$ cat src/rtl/decode_pkg.sv
package decode_pkg;

    ////////////////////
    // Field widths
    ////////////////////

    localparam int INSTR_W  = 32;
    localparam int OPCODE_W = 7;
    localparam int SEL_W    = 3;
    localparam int CCU_W    = 8;
    localparam int DMU_W    = 3;
    localparam int JUMP_W   = 4;

    // Three selects, memory width, jump, mode, plus five single bits
    localparam int BUNDLE_W = 3 * SEL_W + DMU_W + JUMP_W + CCU_W + 5;

    typedef logic [INSTR_W-1:0]  instr_t;
    typedef logic [OPCODE_W-1:0] opcode_t;
    typedef logic [SEL_W-1:0]    src_sel_t;
    typedef logic [SEL_W-1:0]    wb_sel_t;
    typedef logic [CCU_W-1:0]    ccu_mode_t;
    typedef logic [DMU_W-1:0]    dmu_mode_t;

    // Branch and jump conditions for the next-pc logic
    typedef enum logic [JUMP_W-1:0] {
        NPC   = 4'h0,    // Sequential pc+4
        OFFPC = 4'h1,    // Unconditional pc+offset
        NEQ   = 4'h2,
        EQ    = 4'h3,
        SLT   = 4'h4,    // Signed less than
        ULT   = 4'h5,    // Unsigned less than
        SGT   = 4'h6,    // Signed greater or equal
        UGT   = 4'h7,    // Unsigned greater or equal
        JALR  = 4'h8     // Register target
    } jump_ctrl_t;

    ////////////////////
    // Major opcodes
    ////////////////////

    localparam opcode_t OP_ARITH_R = 7'b0110011;
    localparam opcode_t OP_ARITH_I = 7'b0010011;
    localparam opcode_t OP_BRANCH  = 7'b1100011;
    localparam opcode_t OP_LOAD    = 7'b0000011;
    localparam opcode_t OP_STORE   = 7'b0100011;
    localparam opcode_t OP_JAL     = 7'b1101111;
    localparam opcode_t OP_JALR    = 7'b1100111;
    localparam opcode_t OP_AUIPC   = 7'b0010111;
    localparam opcode_t OP_LUI     = 7'b0110111;
    localparam opcode_t OP_NONE    = 7'b0000000;   // Bubble

    // funct7 rows of the register arithmetic group
    localparam logic [6:0] F7_BASE   = 7'h00;
    localparam logic [6:0] F7_ALT    = 7'h20;      // sub, sra
    localparam logic [6:0] F7_MULDIV = 7'h01;

    ////////////////////
    // Operand and write-back selects
    ////////////////////

    localparam src_sel_t SRC_REG  = 3'd0;
    localparam src_sel_t SRC_IMM  = 3'd1;
    localparam src_sel_t SRC_PC   = 3'd2;
    localparam src_sel_t SRC_ZERO = 3'd3;

    localparam wb_sel_t WB_EXE = 3'd0;
    localparam wb_sel_t WB_PC4 = 3'd1;
    localparam wb_sel_t WB_MEM = 3'd2;

    ////////////////////
    // Execution modes
    ////////////////////

    // Integer ALU
    localparam ccu_mode_t SUB   = 8'h00;
    localparam ccu_mode_t ADD   = 8'h01;
    localparam ccu_mode_t AND   = 8'h02;
    localparam ccu_mode_t OR    = 8'h03;
    localparam ccu_mode_t XOR   = 8'h04;
    localparam ccu_mode_t RMV   = 8'h05;   // Logic right shift
    localparam ccu_mode_t LMV   = 8'h06;   // Left shift
    localparam ccu_mode_t ARMV  = 8'h07;   // Arithmetic right shift
    localparam ccu_mode_t SLTS  = 8'h08;
    localparam ccu_mode_t SLTUS = 8'h09;

    // Multiply and divide unit
    localparam ccu_mode_t MUL    = 8'h40;
    localparam ccu_mode_t MULH   = 8'h41;
    localparam ccu_mode_t MULHSU = 8'h42;
    localparam ccu_mode_t MULHU  = 8'h43;
    localparam ccu_mode_t DIV    = 8'h44;
    localparam ccu_mode_t DIVU   = 8'h45;
    localparam ccu_mode_t REM    = 8'h46;
    localparam ccu_mode_t REMU   = 8'h47;

    // Data memory access width
    localparam dmu_mode_t BY_WORD   = 3'h0;
    localparam dmu_mode_t BY_HALF   = 3'h1;
    localparam dmu_mode_t BY_HALF_U = 3'h2;
    localparam dmu_mode_t BY_BYTE   = 3'h3;
    localparam dmu_mode_t BY_BYTE_U = 3'h4;

endpackage

$ cat src/rtl/ctrl_if.sv
`timescale 1ns/1ps

interface ctrl_if;

    decode_pkg::src_sel_t   rs1_sel;
    decode_pkg::src_sel_t   rs2_sel;
    decode_pkg::wb_sel_t    wb_sel;
    logic                   rf_we;
    logic                   dm_we;
    logic                   dm_rd;
    decode_pkg::dmu_mode_t  dmu_mode;
    decode_pkg::jump_ctrl_t jump_ctrl;
    decode_pkg::ccu_mode_t  ccu_mode;
    logic                   ccu_ans_sel;
    logic                   illegal;

    // Datapath selects and enables
    modport path_src (
        output rs1_sel, rs2_sel, wb_sel, rf_we, dm_we, dm_rd,
        output dmu_mode, jump_ctrl, illegal
    );

    // Execution unit mode
    modport mode_src (output ccu_mode, ccu_ans_sel);

    modport sink (
        input rs1_sel, rs2_sel, wb_sel, rf_we, dm_we, dm_rd,
        input dmu_mode, jump_ctrl, ccu_mode, ccu_ans_sel, illegal
    );

endinterface

$ cat src/rtl/opcode_decoder.sv
`timescale 1ns/1ps

module opcode_decoder (
    input  decode_pkg::instr_t instr,
    ctrl_if.path_src           ctrl
);

    decode_pkg::opcode_t opcode;
    logic [2:0]          funct3;

    assign opcode = instr[6:0];
    assign funct3 = instr[14:12];

    always_comb begin
        // Defaults describe a harmless register-register op
        ctrl.rs1_sel   = decode_pkg::SRC_REG;
        ctrl.rs2_sel   = decode_pkg::SRC_REG;
        ctrl.wb_sel    = decode_pkg::WB_EXE;
        ctrl.rf_we     = 1'b0;
        ctrl.dm_we     = 1'b0;
        ctrl.dm_rd     = 1'b0;
        ctrl.dmu_mode  = decode_pkg::BY_WORD;
        ctrl.jump_ctrl = decode_pkg::NPC;
        ctrl.illegal   = 1'b0;

        case (opcode)
            decode_pkg::OP_ARITH_R: begin
                ctrl.rf_we = 1'b1;
            end

            decode_pkg::OP_ARITH_I: begin
                ctrl.rs2_sel = decode_pkg::SRC_IMM;
                ctrl.rf_we   = 1'b1;
            end

            ////////////////////
            // Control flow
            ////////////////////

            decode_pkg::OP_BRANCH: begin
                // Compare done by the ALU as rs1 - rs2
                case (funct3)
                    3'b000:  ctrl.jump_ctrl = decode_pkg::EQ;     // beq
                    3'b001:  ctrl.jump_ctrl = decode_pkg::NEQ;    // bne
                    3'b100:  ctrl.jump_ctrl = decode_pkg::SLT;    // blt
                    3'b101:  ctrl.jump_ctrl = decode_pkg::SGT;    // bge
                    3'b110:  ctrl.jump_ctrl = decode_pkg::ULT;    // bltu
                    3'b111:  ctrl.jump_ctrl = decode_pkg::UGT;    // bgeu
                    default: ctrl.jump_ctrl = decode_pkg::EQ;
                endcase
            end

            decode_pkg::OP_JAL: begin
                ctrl.wb_sel    = decode_pkg::WB_PC4;
                ctrl.rf_we     = 1'b1;
                ctrl.jump_ctrl = decode_pkg::OFFPC;
            end

            decode_pkg::OP_JALR: begin
                ctrl.rs2_sel   = decode_pkg::SRC_IMM;   // Target is rs1 + imm
                ctrl.wb_sel    = decode_pkg::WB_PC4;
                ctrl.rf_we     = 1'b1;
                ctrl.jump_ctrl = decode_pkg::JALR;
            end

            ////////////////////
            // Memory access
            ////////////////////

            decode_pkg::OP_LOAD: begin
                ctrl.rs2_sel = decode_pkg::SRC_IMM;
                ctrl.wb_sel  = decode_pkg::WB_MEM;
                ctrl.rf_we   = 1'b1;
                ctrl.dm_rd   = 1'b1;
                case (funct3)
                    3'b000:  ctrl.dmu_mode = decode_pkg::BY_BYTE;     // lb
                    3'b001:  ctrl.dmu_mode = decode_pkg::BY_HALF;     // lh
                    3'b010:  ctrl.dmu_mode = decode_pkg::BY_WORD;     // lw
                    3'b100:  ctrl.dmu_mode = decode_pkg::BY_BYTE_U;   // lbu
                    3'b101:  ctrl.dmu_mode = decode_pkg::BY_HALF_U;   // lhu
                    default: ctrl.dmu_mode = decode_pkg::BY_WORD;
                endcase
            end

            decode_pkg::OP_STORE: begin
                ctrl.rs2_sel = decode_pkg::SRC_IMM;   // Address is rs1 + imm
                ctrl.dm_we   = 1'b1;
            end

            ////////////////////
            // Upper immediates
            ////////////////////

            decode_pkg::OP_AUIPC: begin
                ctrl.rs1_sel = decode_pkg::SRC_PC;
                ctrl.rs2_sel = decode_pkg::SRC_IMM;
                ctrl.rf_we   = 1'b1;
            end

            decode_pkg::OP_LUI: begin
                ctrl.rs1_sel = decode_pkg::SRC_ZERO;  // 0 + imm
                ctrl.rs2_sel = decode_pkg::SRC_IMM;
                ctrl.rf_we   = 1'b1;
            end

            decode_pkg::OP_NONE: begin
                // Bubble, defaults already keep every enable low
            end

            default: begin
                // Unknown opcode, float and system space included
                ctrl.rs1_sel = decode_pkg::SRC_ZERO;
                ctrl.rs2_sel = decode_pkg::SRC_ZERO;
                ctrl.illegal = 1'b1;
            end
        endcase
    end

endmodule

$ cat src/rtl/ccu_mode_decoder.sv
`timescale 1ns/1ps

module ccu_mode_decoder (
    input  decode_pkg::instr_t instr,
    ctrl_if.mode_src           ctrl
);

    decode_pkg::opcode_t opcode;
    logic [2:0]          funct3;
    logic [6:0]          funct7;

    assign opcode = instr[6:0];
    assign funct3 = instr[14:12];
    assign funct7 = instr[31:25];

    always_comb begin
        ctrl.ccu_mode    = decode_pkg::ADD;   // Address and link arithmetic
        ctrl.ccu_ans_sel = 1'b0;

        case (opcode)
            ////////////////////
            // Register forms
            ////////////////////
            decode_pkg::OP_ARITH_R: begin
                case (funct7)
                    decode_pkg::F7_BASE: begin
                        case (funct3)
                            3'b000: ctrl.ccu_mode = decode_pkg::ADD;
                            3'b001: ctrl.ccu_mode = decode_pkg::LMV;     // sll
                            3'b010: ctrl.ccu_mode = decode_pkg::SLTS;
                            3'b011: ctrl.ccu_mode = decode_pkg::SLTUS;
                            3'b100: ctrl.ccu_mode = decode_pkg::XOR;
                            3'b101: ctrl.ccu_mode = decode_pkg::RMV;     // srl
                            3'b110: ctrl.ccu_mode = decode_pkg::OR;
                            3'b111: ctrl.ccu_mode = decode_pkg::AND;
                        endcase
                    end

                    decode_pkg::F7_ALT: begin
                        case (funct3)
                            3'b000:  ctrl.ccu_mode = decode_pkg::SUB;
                            3'b101:  ctrl.ccu_mode = decode_pkg::ARMV;   // sra
                            default: ctrl.ccu_mode = decode_pkg::ADD;
                        endcase
                    end

                    decode_pkg::F7_MULDIV: begin
                        // Result comes from the multiply/divide unit
                        ctrl.ccu_ans_sel = 1'b1;
                        case (funct3)
                            3'b000: ctrl.ccu_mode = decode_pkg::MUL;
                            3'b001: ctrl.ccu_mode = decode_pkg::MULH;
                            3'b010: ctrl.ccu_mode = decode_pkg::MULHSU;
                            3'b011: ctrl.ccu_mode = decode_pkg::MULHU;
                            3'b100: ctrl.ccu_mode = decode_pkg::DIV;
                            3'b101: ctrl.ccu_mode = decode_pkg::DIVU;
                            3'b110: ctrl.ccu_mode = decode_pkg::REM;
                            3'b111: ctrl.ccu_mode = decode_pkg::REMU;
                        endcase
                    end

                    default: begin
                        ctrl.ccu_mode = decode_pkg::ADD;   // Unsupported row
                    end
                endcase
            end

            ////////////////////
            // Immediate forms
            ////////////////////
            decode_pkg::OP_ARITH_I: begin
                case (funct3)
                    3'b000: ctrl.ccu_mode = decode_pkg::ADD;
                    3'b001: ctrl.ccu_mode = decode_pkg::LMV;     // slli
                    3'b010: ctrl.ccu_mode = decode_pkg::SLTS;
                    3'b011: ctrl.ccu_mode = decode_pkg::SLTUS;
                    3'b100: ctrl.ccu_mode = decode_pkg::XOR;
                    3'b101: begin
                        // Upper bits clear for srli, otherwise srai
                        if (instr[31:26] == 6'b000000) begin
                            ctrl.ccu_mode = decode_pkg::RMV;
                        end else begin
                            ctrl.ccu_mode = decode_pkg::ARMV;
                        end
                    end
                    3'b110: ctrl.ccu_mode = decode_pkg::OR;
                    3'b111: ctrl.ccu_mode = decode_pkg::AND;
                endcase
            end

            decode_pkg::OP_BRANCH: begin
                ctrl.ccu_mode = decode_pkg::SUB;   // Comparison result
            end

            default: begin
                ctrl.ccu_mode = decode_pkg::ADD;
            end
        endcase
    end

endmodule

$ cat src/rtl/decode_skid_buffer.sv
`timescale 1ns/1ps

module decode_skid_buffer (
    input  logic                   clk,
    input  logic                   rst,
    input  logic                   in_valid,
    output logic                   in_ready,
    ctrl_if.sink                   ctrl,
    output logic                   out_valid,
    input  logic                   out_ready,
    output decode_pkg::src_sel_t   rs1_sel,
    output decode_pkg::src_sel_t   rs2_sel,
    output decode_pkg::wb_sel_t    wb_sel,
    output logic                   rf_we,
    output logic                   dm_we,
    output logic                   dm_rd,
    output decode_pkg::dmu_mode_t  dmu_mode,
    output decode_pkg::jump_ctrl_t jump_ctrl,
    output decode_pkg::ccu_mode_t  ccu_mode,
    output logic                   ccu_ans_sel,
    output logic                   illegal
);

    logic [decode_pkg::BUNDLE_W-1:0] in_bundle;
    logic [decode_pkg::BUNDLE_W-1:0] main_q;
    logic [decode_pkg::BUNDLE_W-1:0] skid_q;
    logic                            main_valid;
    logic                            skid_valid;
    logic                            push;
    logic                            pop;

    assign in_bundle = {ctrl.rs1_sel, ctrl.rs2_sel, ctrl.wb_sel, ctrl.rf_we, ctrl.dm_we,
                        ctrl.dm_rd, ctrl.dmu_mode, ctrl.jump_ctrl, ctrl.ccu_mode,
                        ctrl.ccu_ans_sel, ctrl.illegal};

    assign in_ready  = !skid_valid;   // Skid full means both entries full
    assign out_valid = main_valid;
    assign push      = in_valid && in_ready;
    assign pop       = main_valid && out_ready;

    ////////////////////
    // Occupancy
    ////////////////////
    always_ff @(posedge clk) begin
        if (rst) begin
            main_valid <= 1'b0;
            skid_valid <= 1'b0;
        end else if (skid_valid) begin
            if (pop) begin
                skid_valid <= 1'b0;   // Main refilled from skid, stays valid
            end
        end else if (push) begin
            if (main_valid && !pop) begin
                skid_valid <= 1'b1;   // Main stalled
            end else begin
                main_valid <= 1'b1;
            end
        end else if (pop) begin
            main_valid <= 1'b0;
        end
    end

    // Payload
    always_ff @(posedge clk) begin
        if (skid_valid && pop) begin
            main_q <= skid_q;
        end else if (push && (!main_valid || pop)) begin
            main_q <= in_bundle;
        end
        if (push && main_valid && !pop) begin
            skid_q <= in_bundle;
        end
    end

    assign {rs1_sel, rs2_sel, wb_sel, rf_we, dm_we, dm_rd, dmu_mode} = main_q[28:14];
    assign jump_ctrl = decode_pkg::jump_ctrl_t'(main_q[13:10]);
    assign {ccu_mode, ccu_ans_sel, illegal} = main_q[9:0];

endmodule

$ cat src/rtl/control_unit.sv
`timescale 1ns/1ps

module control_unit (
    input  logic                   clk,
    input  logic                   rst,

    // Instruction stream in
    input  logic                   in_valid,
    output logic                   in_ready,
    input  decode_pkg::instr_t     instr,

    // Control bundle out
    output logic                   out_valid,
    input  logic                   out_ready,
    output decode_pkg::src_sel_t   rs1_sel,
    output decode_pkg::src_sel_t   rs2_sel,
    output decode_pkg::wb_sel_t    wb_sel,
    output logic                   rf_we,
    output logic                   dm_we,
    output logic                   dm_rd,
    output decode_pkg::dmu_mode_t  dmu_mode,
    output decode_pkg::jump_ctrl_t jump_ctrl,
    output decode_pkg::ccu_mode_t  ccu_mode,
    output logic                   ccu_ans_sel,
    output logic                   illegal
);

    ctrl_if ctrl ();   // Decoded bundle, combinational

    opcode_decoder u_opcode_decoder (
        .instr (instr),
        .ctrl  (ctrl.path_src)
    );

    ccu_mode_decoder u_ccu_mode_decoder (
        .instr (instr),
        .ctrl  (ctrl.mode_src)
    );

    ////////////////////
    // Registered output stage
    ////////////////////
    decode_skid_buffer u_buffer (
        .clk         (clk),
        .rst         (rst),
        .in_valid    (in_valid),
        .in_ready    (in_ready),
        .ctrl        (ctrl.sink),
        .out_valid   (out_valid),
        .out_ready   (out_ready),
        .rs1_sel     (rs1_sel),
        .rs2_sel     (rs2_sel),
        .wb_sel      (wb_sel),
        .rf_we       (rf_we),
        .dm_we       (dm_we),
        .dm_rd       (dm_rd),
        .dmu_mode    (dmu_mode),
        .jump_ctrl   (jump_ctrl),
        .ccu_mode    (ccu_mode),
        .ccu_ans_sel (ccu_ans_sel),
        .illegal     (illegal)
    );

endmodule

$ cat config.mk
export PLATFORM = sky130hd
export DESIGN_NAME = control_unit
export DESIGN_NICKNAME = d
export VERILOG_FILES = /design/src/rtl/decode_pkg.sv /design/src/rtl/ctrl_if.sv /design/src/rtl/opcode_decoder.sv /design/src/rtl/ccu_mode_decoder.sv /design/src/rtl/decode_skid_buffer.sv /design/src/rtl/control_unit.sv
export SDC_FILE = /design/constraint.sdc
export NUM_CORES = 1
export LEC_CHECK = 0
export BUFFER_PORTS_ARGS = -buffer_cell sky130_fd_sc_hd__buf_2
export CORE_MARGIN = 8
export CORE_UTILIZATION = 54
export DETAILED_ROUTE_END_ITERATION = 16
export GPL_ROUTABILITY_DRIVEN = 0
export GPL_TIMING_DRIVEN = 0
export HOLD_SLACK_MARGIN = 0.03
export PLACE_DENSITY = 0.76
export SLEW_MARGIN = 5
export SYNTH_ARGS = -nofsm -noshare
export SYNTH_HDL_FRONTEND = slang
export SYNTH_HIERARCHICAL = 1
export SYNTH_SLANG_ARGS = --single-unit
$ cat constraint.sdc
create_clock -name clk -period 3.8 [get_ports clk]
set_input_delay 0.19 -clock clk [delete_from_list [all_inputs] [get_ports clk]]
set_output_delay 0.19 -clock clk [all_outputs]
set_load 0.02 [all_outputs]
Word-level counts from Yosys, hierarchy flattened
Memories as Yosys holds them, arrays and structs flattened.
Index checks and enable logic that the tools add are counted.

cells by class
  equal/unequal tests = 19
  multiplexer cells = 27
  bitwise operators = 1
  reduce and logical (&&, ||, !) cells = 24

operators by type and width
  kind                                                                    number
  8-bit case mux with 8 select lines                                      1
  29-bit 2-to-1 mux                                                       2
  8-bit case mux with 3 select lines                                      2
  7-bit by 6-bit equality test with 1-bit output (second input constant)  4
  7-bit equality test (second input constant)                             3
  3-bit case mux with 5 select lines                                      1
  7-bit by 5-bit equality test with 1-bit output (second input constant)  2
  7-bit zero test                                                         2
  1-bit 2-to-1 mux                                                        13
  3-bit equality test (second input constant)                             4
  2-bit case mux with 2 select lines                                      3
  3-bit case mux with 4 select lines                                      1
  4-bit case mux with 3 select lines                                      1
  10-bit OR reduction                                                     1
  8-bit OR reduction                                                      1
  7-bit by 1-bit equality test with 1-bit output (second input constant)  1
  7-bit by 2-bit equality test with 1-bit output (second input constant)  1
  1-bit logical AND                                                       7
  7-bit OR reduction                                                      1
  3-bit by 2-bit equality test with 1-bit output (second input constant)  2
  6-bit zero test                                                         1
  3-bit case mux with 2 select lines                                      1
  6-bit OR reduction                                                      1
  2-bit nonzero test                                                      2
  other kinds (11)                                                        13

word-level totals
  bits in registers = 60
  bits in read-only memories = 56
  input bits = 36
  output and inout port bits = 31
  word-level logic and storage cells = 77
  memories = 2

memory list
  name              words  width  rd ports  clocked after Yosys merged registers in  write ports  line                    RTL
  (name not given)  8      4      1         0                                        0            ccu_mode_decoder.sv:27  case (funct3)
  (name not given)  8      3      1         0                                        0            ccu_mode_decoder.sv:50  case (funct3)

Logic depth before layout (Yosys ltp)
  depth in word-level cells = 6
  depth in mapped cells = 7
  depth with buffers taken out = 7

Modules after synthesis
The synthesis kept the hierarchy.

modules (own cells, without submodules)
  module              times used  cells each  area an instance (um2)  sequential area each (um2)
  decode_skid_buffer  1           103         2235.9                  1781.7
  ccu_mode_decoder    1           55          377.9                   0.0
  opcode_decoder      1           60          357.8                   0.0

Worst setup path before layout
No wires, ideal clock.

  path kind = flip-flop to flip-flop
  from = register u_buffer.skid_valid
  to = register u_buffer/skid_q[0] (netlist name), enable pin
  library setup time = 458 ps
  arrival time = 2790 ps
  data required time = 3342 ps
  setup slack = 552 ps
  stages on the path, launching flop included = 4
  buffers on the path = 0
  clock period less this slack = 3248 ps
  cell sequence = dfxtp_1 -> inv_1 -> nand2_1 -> nor3b_1

between the ends
  cells in the longest elaborated chain, start to end = 4

RTL lines
  item                             line                      RTL
  start, declared                  decode_skid_buffer.sv:28  logic skid_valid;
  start signal, assigned           decode_skid_buffer.sv:47  skid_valid <= 1'b0;
  start signal, assigned           decode_skid_buffer.sv:50  skid_valid <= 1'b0;
  start signal, assigned           decode_skid_buffer.sv:54  skid_valid <= 1'b1;
  1-bit zero test                  decode_skid_buffer.sv:36  assign in_ready = !skid_valid;
  named net in_ready               control_unit.sv:9         output logic in_ready,
  1-bit logical AND                decode_skid_buffer.sv:38  assign push = in_valid && in_ready;
  1-bit logical AND (2 in series)  decode_skid_buffer.sv:70  if (push && main_valid && !pop) begin
  end signal, assigned             decode_skid_buffer.sv:71  skid_q <= in_bundle;
  end, declared                    decode_skid_buffer.sv:26  logic [decode_pkg::BUNDLE_W-1:0] skid_q;

The timed path passes the listed nets, and every way through them passes these cells.
A chain may end at the register's enable or synchronous reset.

Worst setup path after layout
  from = register u_buffer.skid_valid
  to = register u_buffer/skid_q[19] (netlist name), enable pin

between the ends
  cells in the longest elaborated chain, start to end = 4

RTL lines
  item                             line
  1-bit zero test                  decode_skid_buffer.sv:36
  1-bit logical AND                decode_skid_buffer.sv:38
  1-bit logical AND (2 in series)  decode_skid_buffer.sv:70

Every way passes these cells.

==> summary.md <==
| Metric | Value |
|---|---|
| Reg-to-Reg Start | u_buffer/skid_valid$_SDFF_PP0_ |
| Clock Sinks | 60 |
| Syn_area_per_cell | ~14 um^2 |
| GR Util All Layers | 14.1% |
| Placed Area | between 3000 and 4000 um^2 |
| Setup WS post-layout | 1.82 ns |
| Worst Path Arrival | 2.02 ns |
| Worst skew pair latency | 0.32 ns |
| Pre-CTS WS | between 1.5 and 2 ns |
| Hpwl dp | around 3900 um |
| I/O Pins | 67 |
| Max Freq | between 0.5 and 0.6 GHz |
| WL final | 5370 um |
| Netlist area before placement | just under 3000 um^2 |
| Static Leakage | 1.39 nW |
| Total Neg Setup Slack | 0 ns |
| Fin cells | around 360 |
| Die width | 90.2 um |
| Critical Path Start | u_buffer/skid_valid$_SDFF_PP0_ |
| Cell Rows | 27 |
| Post-synth top area share | 58.6% |
| Synthesis Warnings | 6 |
| Number of synthesized register bits | 60 |
| H-Tree Depth | 3 |
| Hold path startpoint | out_ready |
| Placed Cells | 347 |
| Setup Buffers After CTS | 0 |
| Final worst-path cycle share | between 50% and 60% |
| Drt wl/cell | 14.8 um |
| VDD IR max | 0.207 mV |
| Max Cap Viol | 0 |
| First-pass GRT wire length | 9230 um |
| Post-synth top area cell | edfxtp_1 |
| Cell area after layout | 3550 um^2 |
| Die ar. | 8130 um^2 |
| Initial antenna violation count | 0 |
| Fill count | 410 |
| Layout cells sized above 1 | a little over two fifths |
| Post-Syn Instances | 218 |
| Reg clk slew, reported paths | ~0.060 ns |
| Minimum clock period | 1.98 ns |
| Worst setup SP type | flip-flop |
| Post-synthesis sequential area ratio | approximately 60% |
| Post-cts resize count | 0 |
| DR vias/cell | 5.29 |
| Skew final | 0.00512 ns |
| Synth-to-Final Area Change | 19.6% |
| Pre-antenna DRT Iters | 4 |
| Power Total | 1.45 mW |
| Status | complete, no violations |
| Crit end category | flip-flop |
| Vias in the first global route | 1973 |
| Slew headroom | 45.0% |
| Initial Utilization | between 50% and 60% |
| Power Density | 407 nW/um^2 |
| # DRC | 0 |
| Detailed-route via count | about 1.9k |
| Pin count of the biggest net entering global routing | 19 |
| RSZ-0062 raised after global routing | false |
| Synth top area cells | edfxtp_1 59%, mux2_2 7.2%, mux2_4 5.6% |
| Clock buffer depth | 2 |
| Core ar. | 5410 um^2 |
| Worst Path Required | about 3.8 ns |
| Synth cell types | 46 |
| Largest fanout on the critical path | 12 |
| Slew at the pin closest to its max-slew limit | about 0.83 ns |
| Nets | about 330 |
| Final setup violation count | 0 |
| Final ANT Viol Nets | 0 |
| CTS tree | yes |
| Die height | 90.2 um |
| CTS Buf Count | 9 |
| IO buf count | 50 |
| Root buffer selected by CTS | clkbuf_8 |
| Crit Path Category | reg2reg |
| Hold Path Class | in2reg |
| Antenna fix cells | 0 |
| Max Slew Vio Count | 0 |
| GR Overflow Total | 0 |
| Final Hold Vio Count | 0 |
| Initial DRC Count | 101 |
-- area by class of cell --
cell class              instances  area, um^2  share of cell area, %
flip-flops and latches         60        1780                   50.1
multi-input cells             135        1040                   29.3
repair buffers                 54         294                   8.27
clock buffers                  12         135                   3.80
plain buffers                  17         135                   3.80
well taps                      72        90.1                   2.53
clock inverters                 3        38.8                   1.09
inverters                      10        37.5                   1.06
-- cell usage in the layout, fill, tap and decap left out, types with 6 or more instances in the layout --
cell	count
conb_1	6
mux2_4	11
buf_2	53
nor3_1	7
o21ai_0	9
nor2_1	15
buf_4	9
clkbuf_8	9
edfxtp_1	58
mux2_2	19
inv_1	9
buf_6	6
a21oi_1	7
nand2_1	7
-- through the flow --
| step | util (%) | hold slack [ns] |
|---|---|---|
| after floorplan | - | 0.259 |
| after global routing | 65.8 | 0.126 |
| after detailed placement | 62.4 | 0.371 |
| after CTS | 65.8 | 0.107 |
| final | 65.8 | 0.125 |
| after global placement | 61.6 | 0.367 |
-- flip-flops by register name (all words and copies together), names as in the netlist --
| name | flops |
|---|---|
| u_buffer/skid_q | 29 |
| u_buffer/main_q | 29 |
| u_buffer/skid_valid | 1 |
| u_buffer/out_valid | 1 |
-- per-layer routing --
metal / global-route usage, % / part of all wire [%]
met1: 16.9 / 44
met3: 4.07 / 5.8
met4: 8.74 / 2.1
met2: 21.8 / 48
met5: 0 / 0
-- cells by family (layout without fill, tap and decap cells) --
| kind of cell | count (synthesis) | after routing | synth area share, % |
|---|---|---|---|
| buf+inv | 27 | 96 | 5.81 |
| mux | 31 | 31 | 13.1 |
| fa+ha+maj | 4 | 4 | 1.68 |
| flops | 60 | 60 | 60.0 |
| simple gates | 64 | 64 | 12.7 |
| compound gates | 29 | 29 | 6.19 |
| xor+xnor | 1 | 1 | 0.295 |
| other cells | 2 | 6 | 0.253 |
-- synth_stat cells, drive strengths merged --
cell,count
nor4,4
nor2b,1
a21oi,7
nor3b,2
ha,4
xnor2,1
o21a,1
a21boi,1
o311a,1
o32a,1
nor4b,2
clkbuf,1
a211oi,3
a22oi,1
conb,2
and2b,1
a211o,1
o31ai,1
nand2,8
nand3,6
nand2b,3
mux2,30
a2bb2o,1
edfxtp,58
buf,16
and3,1
nor2,15
dfxtp,2
mux2i,1
nand3b,1
o21ai,10
nor3,10
a31oi,1
or3,8
and4bb,1
nand4,1
inv,10
-- worst max-delay path: stages (launching register included) --
cell and delay (ns):
dfxtp_1 0.35, inv_1 0.09, nand2_1 0.11, nor3b_2 0.62
buf_4 0.33, buf_6 0.19
-- what timing repair did --
action,CTS,global route
hold buffers,1,0
endpoints found under the setup margin,0,0
endpoints found under the hold margin,2,0
-- path summary, 6_finish.rpt --
kind                               endpoint  cells past startpoint  slack, ns
max           u_buffer/skid_q[19]$_DFFE_PP_                      5       1.82
min          u_buffer/skid_valid$_SDFF_PP0_                      2       0.13
max reg2reg   u_buffer/skid_q[19]$_DFFE_PP_                      5       1.82
min reg2reg   u_buffer/main_q[22]$_DFFE_PP_                      1       0.55
-- power by group --
part	switching (mW)	leakage [nW]	internal, mW
registers	0.00842	0.534	0.758
clock network	0.224	0.0879	0.297
logic	0.0969	0.773	0.0628
Power figures use the tool's default switching activity.
